### config.mk
export PLATFORM = sky130hd
export DESIGN_NAME = synth_lpf
export DESIGN_NICKNAME = d
export VERILOG_FILES = /design/src/logic/synth_lpf_pkg.sv /design/src/logic/synth_lpf.sv /design/src/logic/biquad_sequencer.sv /design/src/logic/mac_unit.sv /design/src/logic/lpf_coef_rom.sv /design/src/logic/midi_cc_decoder.sv
export SDC_FILE = /design/constraint.sdc
export NUM_CORES = 2
export LEC_CHECK = 0
export BUFFER_PORTS_ARGS = -buffer_cell sky130_fd_sc_hd__buf_2
export CAP_MARGIN = 20
export CORE_ASPECT_RATIO = 0.5
export CORE_UTILIZATION = 55
export CTS_CLUSTER_SIZE = 14
export DETAILED_ROUTE_END_ITERATION = 8
export HOLD_SLACK_MARGIN = 0.03
export PLACE_DENSITY = 0.82
export SKIP_LAST_GASP = 1
export SYNTH_ARGS = -nofsm -noshare
export SYNTH_HDL_FRONTEND = slang
export SYNTH_HIERARCHICAL = 1
export SYNTH_SLANG_ARGS = --single-unit
### constraint.sdc
create_clock -name reset -period 6.9 [get_ports reset]
set_input_delay 0.69 -clock reset [delete_from_list [all_inputs] [get_ports reset]]
set_output_delay 0.69 -clock reset [all_outputs]
set_load 0.05 [all_outputs]
### src/logic/synth_lpf_pkg.sv
// Shared widths, enums and the Q2.16 cutoff table; only eight cutoff steps and no resonance
package synth_lpf_pkg;

    // ----------------------------
    // Widths
    // ----------------------------
    localparam int sample_w  = 18;                  // Signed audio sample
    localparam int coef_w    = 18;                  // Q2.16, 1.0 = 65536
    localparam int prod_w    = coef_w + sample_w;   // Full multiplier result
    localparam int acc_w     = 48;                  // DSP style accumulator
    localparam int coef_frac = 16;                  // Fraction bits dropped from acc

    // ----------------------------
    // MIDI side
    // ----------------------------
    typedef enum logic [2:0] {
        cmd_note_off,
        cmd_note_on,
        cmd_poly_at,
        cmd_cc,
        cmd_prog,
        cmd_chan_at,
        cmd_bend,
        cmd_sys
    } midi_cmd_e;

    localparam logic [3:0] lpf_midi_channel = 4'd0;   // Channel 1 in user numbering
    localparam logic [6:0] lpf_cutoff_cc    = 7'd74;  // Standard brightness controller
    localparam logic [2:0] cutoff_reset_idx = 3'd7;   // Filter fully open

    // ----------------------------
    // Filter and MAC
    // ----------------------------
    typedef enum logic [2:0] {
        tap_b0,
        tap_b1,
        tap_b2,
        tap_a1,
        tap_a2
    } tap_e;                                          // Also the issue order

    typedef enum logic [1:0] {
        mac_nop,
        mac_load,
        mac_add,
        mac_sub
    } mac_op_e;

    // Rows are {b0, b1, a1, a2}; b2 equals b0 for every low-pass row
    // Each row sums to unity DC gain after quantization
    localparam logic signed [coef_w-1:0] lpf_tbl [0:7][0:3] = '{
        '{18'sd62,    18'sd124,   -18'sd125252, 18'sd59964},  // fc near 0.01 fs
        '{18'sd237,   18'sd476,   -18'sd119452, 18'sd54866},  // fc near 0.02 fs
        '{18'sd875,   18'sd1752,  -18'sd107968, 18'sd45934},  // fc near 0.04 fs
        '{18'sd2397,  18'sd4794,  -18'sd91154,  18'sd35206},  // fc near 0.07 fs
        '{18'sd5183,  18'sd10368, -18'sd69615,  18'sd24813},  // fc near 0.11 fs
        '{18'sd9524,  18'sd19048, -18'sd43976,  18'sd16536},  // fc near 0.16 fs
        '{18'sd16844, 18'sd33689, -18'sd9655,   18'sd11496},  // fc near 0.23 fs
        '{18'sd65536, 18'sd0,     18'sd0,       18'sd0}       // Pass-through
    };

    function automatic logic signed [coef_w-1:0] lpf_coef(
        input logic [2:0] idx,
        input tap_e       tap
    );
        logic signed [coef_w-1:0] c;
        case (tap)
            tap_b0,
            tap_b2:  c = lpf_tbl[idx][0];             // Symmetric feed-forward
            tap_b1:  c = lpf_tbl[idx][1];
            tap_a1:  c = lpf_tbl[idx][2];
            tap_a2:  c = lpf_tbl[idx][3];
            default: c = '0;                          // Unused tap codes
        endcase
        return c;
    endfunction

endpackage
### src/logic/synth_lpf.sv
// No handshake on either side; sample_out_rdy follows an accepted sample by exactly 9 clocks
`timescale 1ns/100ps

module synth_lpf (
    input  logic                                      reset,          // Clock
    input  logic                                      clk,            // Async reset
    input  logic                                      midi_rdy,
    input  synth_lpf_pkg::midi_cmd_e                  midi_cmd,
    input  logic [3:0]                                midi_ch_sysn,
    input  logic [6:0]                                midi_data0,
    input  logic [6:0]                                midi_data1,
    input  logic                                      sample_in_rdy,
    input  logic signed [synth_lpf_pkg::sample_w-1:0] sample_in,
    output logic                                      sample_out_rdy,
    output logic signed [synth_lpf_pkg::sample_w-1:0] sample_out
);

    logic [2:0]                                cutoff_idx;
    synth_lpf_pkg::tap_e                       tap_sel;
    logic signed [synth_lpf_pkg::coef_w-1:0]   coef;
    synth_lpf_pkg::mac_op_e                    mac_op;
    logic signed [synth_lpf_pkg::sample_w-1:0] mac_operand;
    logic signed [synth_lpf_pkg::acc_w-1:0]    acc;

    // ----------------------------
    // Control path
    // ----------------------------
    midi_cc_decoder decoder_i (
        .reset        (reset),
        .clk          (clk),
        .midi_rdy     (midi_rdy),
        .midi_cmd     (midi_cmd),
        .midi_ch_sysn (midi_ch_sysn),
        .midi_data0   (midi_data0),
        .midi_data1   (midi_data1),
        .cutoff_idx   (cutoff_idx)
    );

    lpf_coef_rom coef_rom_i (
        .reset      (reset),
        .clk        (clk),
        .cutoff_idx (cutoff_idx),
        .tap_sel    (tap_sel),
        .coef       (coef)
    );

    // ----------------------------
    // Arithmetic and sequencing
    // ----------------------------
    mac_unit mac_i (
        .reset   (reset),
        .clk     (clk),
        .op      (mac_op),
        .coef    (coef),
        .operand (mac_operand),
        .acc     (acc)
    );

    biquad_sequencer seq_i (
        .reset          (reset),
        .clk            (clk),
        .sample_in_rdy  (sample_in_rdy),
        .sample_in      (sample_in),
        .tap_sel        (tap_sel),
        .coef           (coef),
        .op             (mac_op),
        .operand        (mac_operand),
        .acc            (acc),
        .sample_out_rdy (sample_out_rdy),
        .sample_out     (sample_out)
    );

endmodule

### src/logic/biquad_sequencer.sv
// Direct-form-I biquad, one sample per 10 clocks at most; samples arriving while busy are dropped
`timescale 1ns/100ps

module biquad_sequencer (
    input  logic                                      reset,          // Clock
    input  logic                                      clk,            // Async reset
    input  logic                                      sample_in_rdy,
    input  logic signed [synth_lpf_pkg::sample_w-1:0] sample_in,
    output synth_lpf_pkg::tap_e                       tap_sel,        // To coef ROM
    input  logic signed [synth_lpf_pkg::coef_w-1:0]   coef,
    output synth_lpf_pkg::mac_op_e                    op,             // To MAC, meets coef
    output logic signed [synth_lpf_pkg::sample_w-1:0] operand,
    input  logic signed [synth_lpf_pkg::acc_w-1:0]    acc,
    output logic                                      sample_out_rdy,
    output logic signed [synth_lpf_pkg::sample_w-1:0] sample_out
);

    typedef enum logic [1:0] {
        st_idle,
        st_issue,
        st_drain,
        st_done
    } state_e;

    state_e                                    state;
    logic [1:0]                                drain_cnt;    // Waits out the MAC pipe
    logic signed [synth_lpf_pkg::sample_w-1:0] x;            // Current input
    logic signed [synth_lpf_pkg::sample_w-1:0] x1;
    logic signed [synth_lpf_pkg::sample_w-1:0] x2;
    logic signed [synth_lpf_pkg::sample_w-1:0] y1;
    logic signed [synth_lpf_pkg::sample_w-1:0] y2;
    synth_lpf_pkg::mac_op_e                    tap_op;
    logic signed [synth_lpf_pkg::sample_w-1:0] tap_operand;
    logic signed [synth_lpf_pkg::acc_w-1:0]    acc_shift;
    logic                                      ovf_pos;
    logic                                      ovf_neg;
    logic signed [synth_lpf_pkg::sample_w-1:0] y_new;

    // ----------------------------
    // Control FSM
    // ----------------------------
    always_ff @(posedge reset or posedge clk) begin
        if (clk) begin
            state     <= st_idle;
            tap_sel   <= synth_lpf_pkg::tap_b0;
            drain_cnt <= '0;
        end else begin
            case (state)
                st_idle: begin
                    if (sample_in_rdy) begin
                        state   <= st_issue;
                        tap_sel <= synth_lpf_pkg::tap_b0;   // First tap next cycle
                    end
                end
                st_issue: begin
                    if (tap_sel == synth_lpf_pkg::tap_a2) begin
                        state     <= st_drain;
                        drain_cnt <= '0;
                    end else begin
                        tap_sel <= synth_lpf_pkg::tap_e'(tap_sel + 3'd1);
                    end
                end
                st_drain: begin
                    // ROM, operand, product and acc stages of the last tap
                    if (drain_cnt == 2'd2) begin
                        state <= st_done;
                    end else begin
                        drain_cnt <= drain_cnt + 2'd1;
                    end
                end
                st_done: state <= st_idle;          // acc is final here
                default: state <= st_idle;
            endcase
        end
    end

    // ----------------------------
    // Tap decode and MAC issue
    // ----------------------------
    always_comb begin
        case (tap_sel)
            synth_lpf_pkg::tap_b0: begin
                tap_op      = synth_lpf_pkg::mac_load;  // Starts a fresh sum
                tap_operand = x;
            end
            synth_lpf_pkg::tap_b1: begin
                tap_op      = synth_lpf_pkg::mac_add;
                tap_operand = x1;
            end
            synth_lpf_pkg::tap_b2: begin
                tap_op      = synth_lpf_pkg::mac_add;
                tap_operand = x2;
            end
            synth_lpf_pkg::tap_a1: begin
                tap_op      = synth_lpf_pkg::mac_sub;   // Feedback terms subtract
                tap_operand = y1;
            end
            synth_lpf_pkg::tap_a2: begin
                tap_op      = synth_lpf_pkg::mac_sub;
                tap_operand = y2;
            end
            default: begin
                tap_op      = synth_lpf_pkg::mac_nop;
                tap_operand = '0;
            end
        endcase
    end

    // One-cycle delay so op and operand arrive with the ROM output
    always_ff @(posedge reset or posedge clk) begin
        if (clk) begin
            op      <= synth_lpf_pkg::mac_nop;
            operand <= '0;
        end else if (state == st_issue) begin
            op      <= tap_op;
            operand <= tap_operand;
        end else begin
            op      <= synth_lpf_pkg::mac_nop;      // Keeps acc frozen
        end
    end

    // ----------------------------
    // Scaling and saturation
    // ----------------------------
    assign acc_shift = acc >>> synth_lpf_pkg::coef_frac;  // Drop Q16 fraction
    // Out of range when any bit above the sample sign differs from the acc sign
    assign ovf_pos = !acc_shift[synth_lpf_pkg::acc_w-1] &&
                     (acc_shift[synth_lpf_pkg::acc_w-2:synth_lpf_pkg::sample_w-1] != '0);
    assign ovf_neg = acc_shift[synth_lpf_pkg::acc_w-1] &&
                     (acc_shift[synth_lpf_pkg::acc_w-2:synth_lpf_pkg::sample_w-1] != '1);

    always_comb begin
        if (ovf_pos) begin
            y_new = {1'b0, {(synth_lpf_pkg::sample_w-1){1'b1}}};  // Positive full scale
        end else if (ovf_neg) begin
            y_new = {1'b1, {(synth_lpf_pkg::sample_w-1){1'b0}}};  // Negative full scale
        end else begin
            y_new = acc_shift[synth_lpf_pkg::sample_w-1:0];
        end
    end

    // ----------------------------
    // Delay line and output
    // ----------------------------
    always_ff @(posedge reset or posedge clk) begin
        if (clk) begin
            x              <= '0;
            x1             <= '0;
            x2             <= '0;
            y1             <= '0;
            y2             <= '0;
            sample_out     <= '0;
            sample_out_rdy <= 1'b0;
        end else begin
            sample_out_rdy <= 1'b0;                 // Single-cycle strobe
            if (state == st_idle && sample_in_rdy) begin
                x <= sample_in;                     // Only accepted samples land here
            end
            if (state == st_done) begin
                sample_out     <= y_new;
                sample_out_rdy <= 1'b1;
                x2             <= x1;
                x1             <= x;
                y2             <= y1;
                y1             <= y_new;            // Feedback uses the saturated value
            end
        end
    end

endmodule

### src/logic/mac_unit.sv
// Two register stages before acc; acc holds its value on mac_nop and is read two clocks late
`timescale 1ns/100ps

module mac_unit (
    input  logic                                      reset,    // Clock
    input  logic                                      clk,      // Async reset
    input  synth_lpf_pkg::mac_op_e                    op,
    input  logic signed [synth_lpf_pkg::coef_w-1:0]   coef,
    input  logic signed [synth_lpf_pkg::sample_w-1:0] operand,
    output logic signed [synth_lpf_pkg::acc_w-1:0]    acc
);

    synth_lpf_pkg::mac_op_e                    op_s1;       // Opcode beside operand regs
    synth_lpf_pkg::mac_op_e                    op_s2;       // Opcode beside product reg
    logic signed [synth_lpf_pkg::coef_w-1:0]   coef_s1;
    logic signed [synth_lpf_pkg::sample_w-1:0] operand_s1;
    logic signed [synth_lpf_pkg::prod_w-1:0]   prod_s2;
    logic signed [synth_lpf_pkg::acc_w-1:0]    prod_ext;

    // ----------------------------
    // Datapath registers
    // ----------------------------
    always_ff @(posedge reset) begin
        coef_s1    <= coef;                         // Stage 1, A and B regs
        operand_s1 <= operand;
        prod_s2    <= coef_s1 * operand_s1;         // Stage 2, M reg
    end

    // Sign extend the product into the accumulator width
    assign prod_ext = {{(synth_lpf_pkg::acc_w - synth_lpf_pkg::prod_w)
                         {prod_s2[synth_lpf_pkg::prod_w-1]}},
                       prod_s2};

    // ----------------------------
    // Opcode pipe and accumulator
    // ----------------------------
    always_ff @(posedge reset or posedge clk) begin
        if (clk) begin
            op_s1 <= synth_lpf_pkg::mac_nop;
            op_s2 <= synth_lpf_pkg::mac_nop;
            acc   <= '0;
        end else begin
            op_s1 <= op;
            op_s2 <= op_s1;                         // Travels with the product
            case (op_s2)
                synth_lpf_pkg::mac_load: acc <= prod_ext;
                synth_lpf_pkg::mac_add:  acc <= acc + prod_ext;
                synth_lpf_pkg::mac_sub:  acc <= acc - prod_ext;
                default:                 acc <= acc;    // Result parked for the reader
            endcase
        end
    end

endmodule

### src/logic/lpf_coef_rom.sv
// One-cycle registered lookup; coef follows tap_sel one clock later, even when unused
`timescale 1ns/100ps

module lpf_coef_rom (
    input  logic                                    reset,      // Clock
    input  logic                                    clk,        // Async reset
    input  logic [2:0]                              cutoff_idx, // Current cutoff step
    input  synth_lpf_pkg::tap_e                     tap_sel,    // Tap being issued
    output logic signed [synth_lpf_pkg::coef_w-1:0] coef        // Q2.16
);

    // ----------------------------
    // Table read
    // ----------------------------
    logic signed [synth_lpf_pkg::coef_w-1:0] coef_next;

    // Constant table, maps to LUTs or a small block ROM
    assign coef_next = synth_lpf_pkg::lpf_coef(cutoff_idx, tap_sel);

    // ----------------------------
    // Output register
    // ----------------------------
    always_ff @(posedge reset or posedge clk) begin
        if (clk) begin
            coef <= '0;
        end else begin
            coef <= coef_next;                      // Lines up with the delayed MAC op
        end
    end

endmodule

### src/logic/midi_cc_decoder.sv
// Expects MIDI fields already parsed and held valid with the one-cycle midi_rdy strobe
`timescale 1ns/100ps

module midi_cc_decoder (
    input  logic                     reset,         // Clock
    input  logic                     clk,           // Async reset, active high
    input  logic                     midi_rdy,
    input  synth_lpf_pkg::midi_cmd_e midi_cmd,
    input  logic [3:0]               midi_ch_sysn,
    input  logic [6:0]               midi_data0,    // Controller number
    input  logic [6:0]               midi_data1,    // Controller value
    output logic [2:0]               cutoff_idx
);

    // ----------------------------
    // Message match
    // ----------------------------
    logic is_cc;                                    // Control change strobe
    logic our_channel;
    logic our_ctrl;
    logic cutoff_hit;

    assign is_cc       = midi_rdy && (midi_cmd == synth_lpf_pkg::cmd_cc);
    assign our_channel = (midi_ch_sysn == synth_lpf_pkg::lpf_midi_channel);
    assign our_ctrl    = (midi_data0 == synth_lpf_pkg::lpf_cutoff_cc);
    assign cutoff_hit  = is_cc && our_channel && our_ctrl;

    // ----------------------------
    // Cutoff index register
    // ----------------------------
    always_ff @(posedge reset or posedge clk) begin
        if (clk) begin
            cutoff_idx <= synth_lpf_pkg::cutoff_reset_idx;  // Start fully open
        end else if (cutoff_hit) begin
            cutoff_idx <= midi_data1[6:4];          // 128 CC steps folded to 8
        end
    end

endmodule

==> metrics.cfg <==
[floorplanning]
floorplan.rows = 56
core_um2 = 46900
start_util_pct = 55.8
die_w_um = 311
die_h_um = 156
dieArea_um2 = 48500
pin_count = 62

[synthesis]
synth-main-ff-cell = dfrtp_1
async_flop_share_pct = 72.6
synth_area_per_cell_um2 = 9.47
yosysUniqueCellTypes = 92
synth-edff-count = 0
syn-num-nets = 3298
ys_ff_latch = 263
synth_area_um2 = 26200
ys.warnings.count = 6
ys_seq_area_share_pct = 23.8
netlist_instances = 2765

[cts]
cts_tree = built
clk_pin_slew_worst_paths_ns = 0.07
post_cts_buffers = 0
cts_root_buffer = clkbuf_16
htreeDepth = 1
insertion_delay_ns = 0.59
numCtsBuffers = 27
cts.sinks = 263
cts_buffer_depth = 3
ctsResizeCount = 0
hold_buffers = 0

[critical_path]
r2r-start = mac_i/operand_s1[12]$_DFF_P_
startpoint = mac_i/operand_s1[12]$_DFF_P_
crit_type = flip-flop to flip-flop
crit_end = mac_i/prod_s2[32]$_DFF_P_
endpoint_kind = flip-flop
cp.arrival_ns = 7.13
cp-start-kind = flip-flop
r2r-end = mac_i/prod_s2[32]$_DFF_P_
r2r_setup_slack_ns = 0.27
worstRegToRegCells = 22
cp_max_fo = 11
worstPathRequired_ns = 7.40

[finish]
syn_to_final_growth_pct = 7.58
fill_cells = 3765
stdcell_count = 3445
layout.nets = 3319
antenna_cells = 0
multi_input_area_um2 = 17900
drive_above_1_share_pct = 10.3
register_area_um2 = 6240

[global_route]
grt_pass1_wl_um = 104000
antenna_found_initial = 1
grt_use_total_pct = 26.4
grt_pass1_vias = 20134
grt_max_degree = 90
grt_overflow_total = 0

[timing]
clock.fmax_mhz = 151
relSlewSlack_pct = 28.3
rsz0062_at_grt = false
slew_viol_final = 0
fin_crit_sh_pct = 96.2
fin_tns_setup_ns = 0
finalHoldViolCount = 0
setup_violations = 0
tightest_slew_ns = 1.08
min_period_ns = 6.64
fin_skew_ns = 0.0342

[worst_hold_path]
hold_path.class = input port to asynchronous set/reset pin

[placement]
port-buffer-count = 57
dp_hpwl_um = 49000
placed_cells = 3393
place.gp.congestion = 0.933

[routing]
ant_nets = 0
detail_route.drc_violations = 1
drtPass1Iterations = 9
routed_wl_um = 63800
wl_per_cell_um = 18.5
viasPerCell = 5.82
drt_iter0_drc = 1832
routed-via-count = 20061

[run_status]
violations = DRC
status = complete, but fails checks

[run]
drv_cap = 0

## metal layers
layer,global-route usage (%),share of wire [%],vias up
met5,0,0.019,-
met4,7.40,2.9,2
met3,2.54,7.3,108
met2,42.5,46,789
met1,38.3,44,10098
li1,-,-,9064
## worst max-delay path: stages (launching register included)
cell       delay, ns
dfxtp_1         0.48
and2_1          0.27
fa_1            0.53
inv_1           0.05
fa_1            0.54
inv_1           0.06
fa_1            0.52
fa_1            0.44
fa_1            0.49
inv_1           0.05
fa_1            0.49
inv_1           0.05
ha_1            0.35
a21o_1          0.22
a21oi_1         0.17
nor2b_1         0.09
o41ai_1         0.28
o21ai_0         0.24
a2111oi_2       0.37
buf_4           0.19
o31ai_1         0.13
a211oi_1        0.38
xnor2_1         0.17
## synthesized netlist by cell type (12+ instances only)
cell	instances	area share (%)
nor2b_1	24	0.57
mux2_2	79	3.4
o21ai_0	78	1.5
nand2_1	282	4.0
nand4_1	26	0.62
nand2b_1	18	0.43
or3_1	12	0.29
a21oi_1	150	2.9
o21bai_1	17	0.49
mux2i_1	41	1.6
o21ai_1	13	0.25
a211oi_1	18	0.52
o31ai_1	15	0.43
nor2_1	133	1.9
xor2_1	37	1.2
ha_1	160	7.6
buf_2	17	0.33
dfrtp_1	188	18
nor3_1	21	0.40
a22oi_1	13	0.37
a21o_1	34	0.98
a31oi_1	23	0.55
and2_1	174	4.2
dfxtp_1	72	5.5
o21a_1	12	0.34
clkbuf_1	89	1.3
nand3_1	21	0.40
xnor2_1	72	2.4
fa_1	330	25
inv_1	409	5.9
## how the worst min path moves through the flow
stage | to | slack, ns | from
floorplan | mac_i/coef_s1[0]$_DFF_P_ | 0.32 | coef_rom_i/coef[0]$_DFF_PP0_
global placement | mac_i/coef_s1[2]$_DFF_P_ | 0.32 | coef_rom_i/coef[2]$_DFF_PP0_
detailed placement | mac_i/coef_s1[7]$_DFF_P_ | 0.33 | coef_rom_i/coef[7]$_DFF_PP0_
CTS | seq_i/y1[7]$_DFFE_PP0P_ | 0.19 | clk
global route | seq_i/x1[12]$_DFFE_PP0P_ | 0.21 | clk
finish | seq_i/x1[12]$_DFFE_PP0P_ | 0.19 | clk
## stage by stage
stage          utilization (%)  area [um2]  worst slack (ns)  hold slack (ns)
2_1_floorplan                -       26200             0.727            0.324
3_3_place_gp              58.0       27200             0.307            0.325
3_5_place_dp              58.0       27200             0.181            0.327
4_1_cts                   59.9       28100            0.0777            0.194
5_1_grt                   60.1       28200            0.0248            0.209
6_report                  60.1       28200             0.265            0.190
## kinds of logic (layout without fill, tap and decap cells)
| kind of cell | count (synthesis) | count (layout) | share of synthesized area [%] |
|---|---|---|---|
| flip-flops | 263 | 263 | 23.8 |
| adder cells (fa/ha/maj) | 490 | 490 | 32.9 |
| XOR/XNOR | 110 | 110 | 3.71 |
| multiplexers | 120 | 120 | 4.97 |
| AO/OA/AOI/OAI | 486 | 486 | 12.2 |
| AND/OR/NAND/NOR | 761 | 761 | 14.6 |
| buffers and inverters | 535 | 577 | 7.87 |
## state kept, by name, summed over array words and instances, names as in the netlist, 3 cells and up
signal	flops
mac_i/coef_s1	18
seq_i/y2	18
seq_i/x	18
seq_i/y1	18
mac_i/prod_s2	36
seq_i/x2	18
seq_i/operand	18
seq_i/tap_sel	3
mac_i/acc	48
decoder_i/cutoff_idx	3
coef_rom_i/coef	18
mac_i/operand_s1	18
seq_i/x1	18
## layout by cell type (no fill, tap or decap), types with 13 or more instances in the layout
cell       instances
ha_1             159
mux2i_1           41
dfxtp_1           59
buf_2             57
xnor2_1           72
a22oi_1           13
a21oi_1          150
and2_1           174
nor2_1           133
xor2_1            37
inv_1            407
mux2_2            79
o31ai_1           15
nand2_1          282
nor2b_1           24
o21ai_0           78
nor3_1            21
a21o_1            34
clkbuf_16         27
buf_4             55
dfrtp_1          186
a211oi_1          18
nand3_1           21
o21bai_1          17
fa_1             330
nand4_1           26
o21ai_1           13
a31oi_1           23
nand2b_1          18
dfxtp_2           13
## area by class of cell
cell class | instances | share of cell area (%)
Inverter | 413 | 5.51
Tap cell | 638 | 2.84
Clock inverter | 12 | 0.542
Timing Repair Buffer | 114 | 2.68
Sequential cell | 263 | 22.2
Clock buffer | 38 | 2.69
Multi-Input combinational cell | 1967 | 63.6
Power is not shown: default switching activity piles up to over one toggle a cycle in this logic, so the estimate is an artifact.
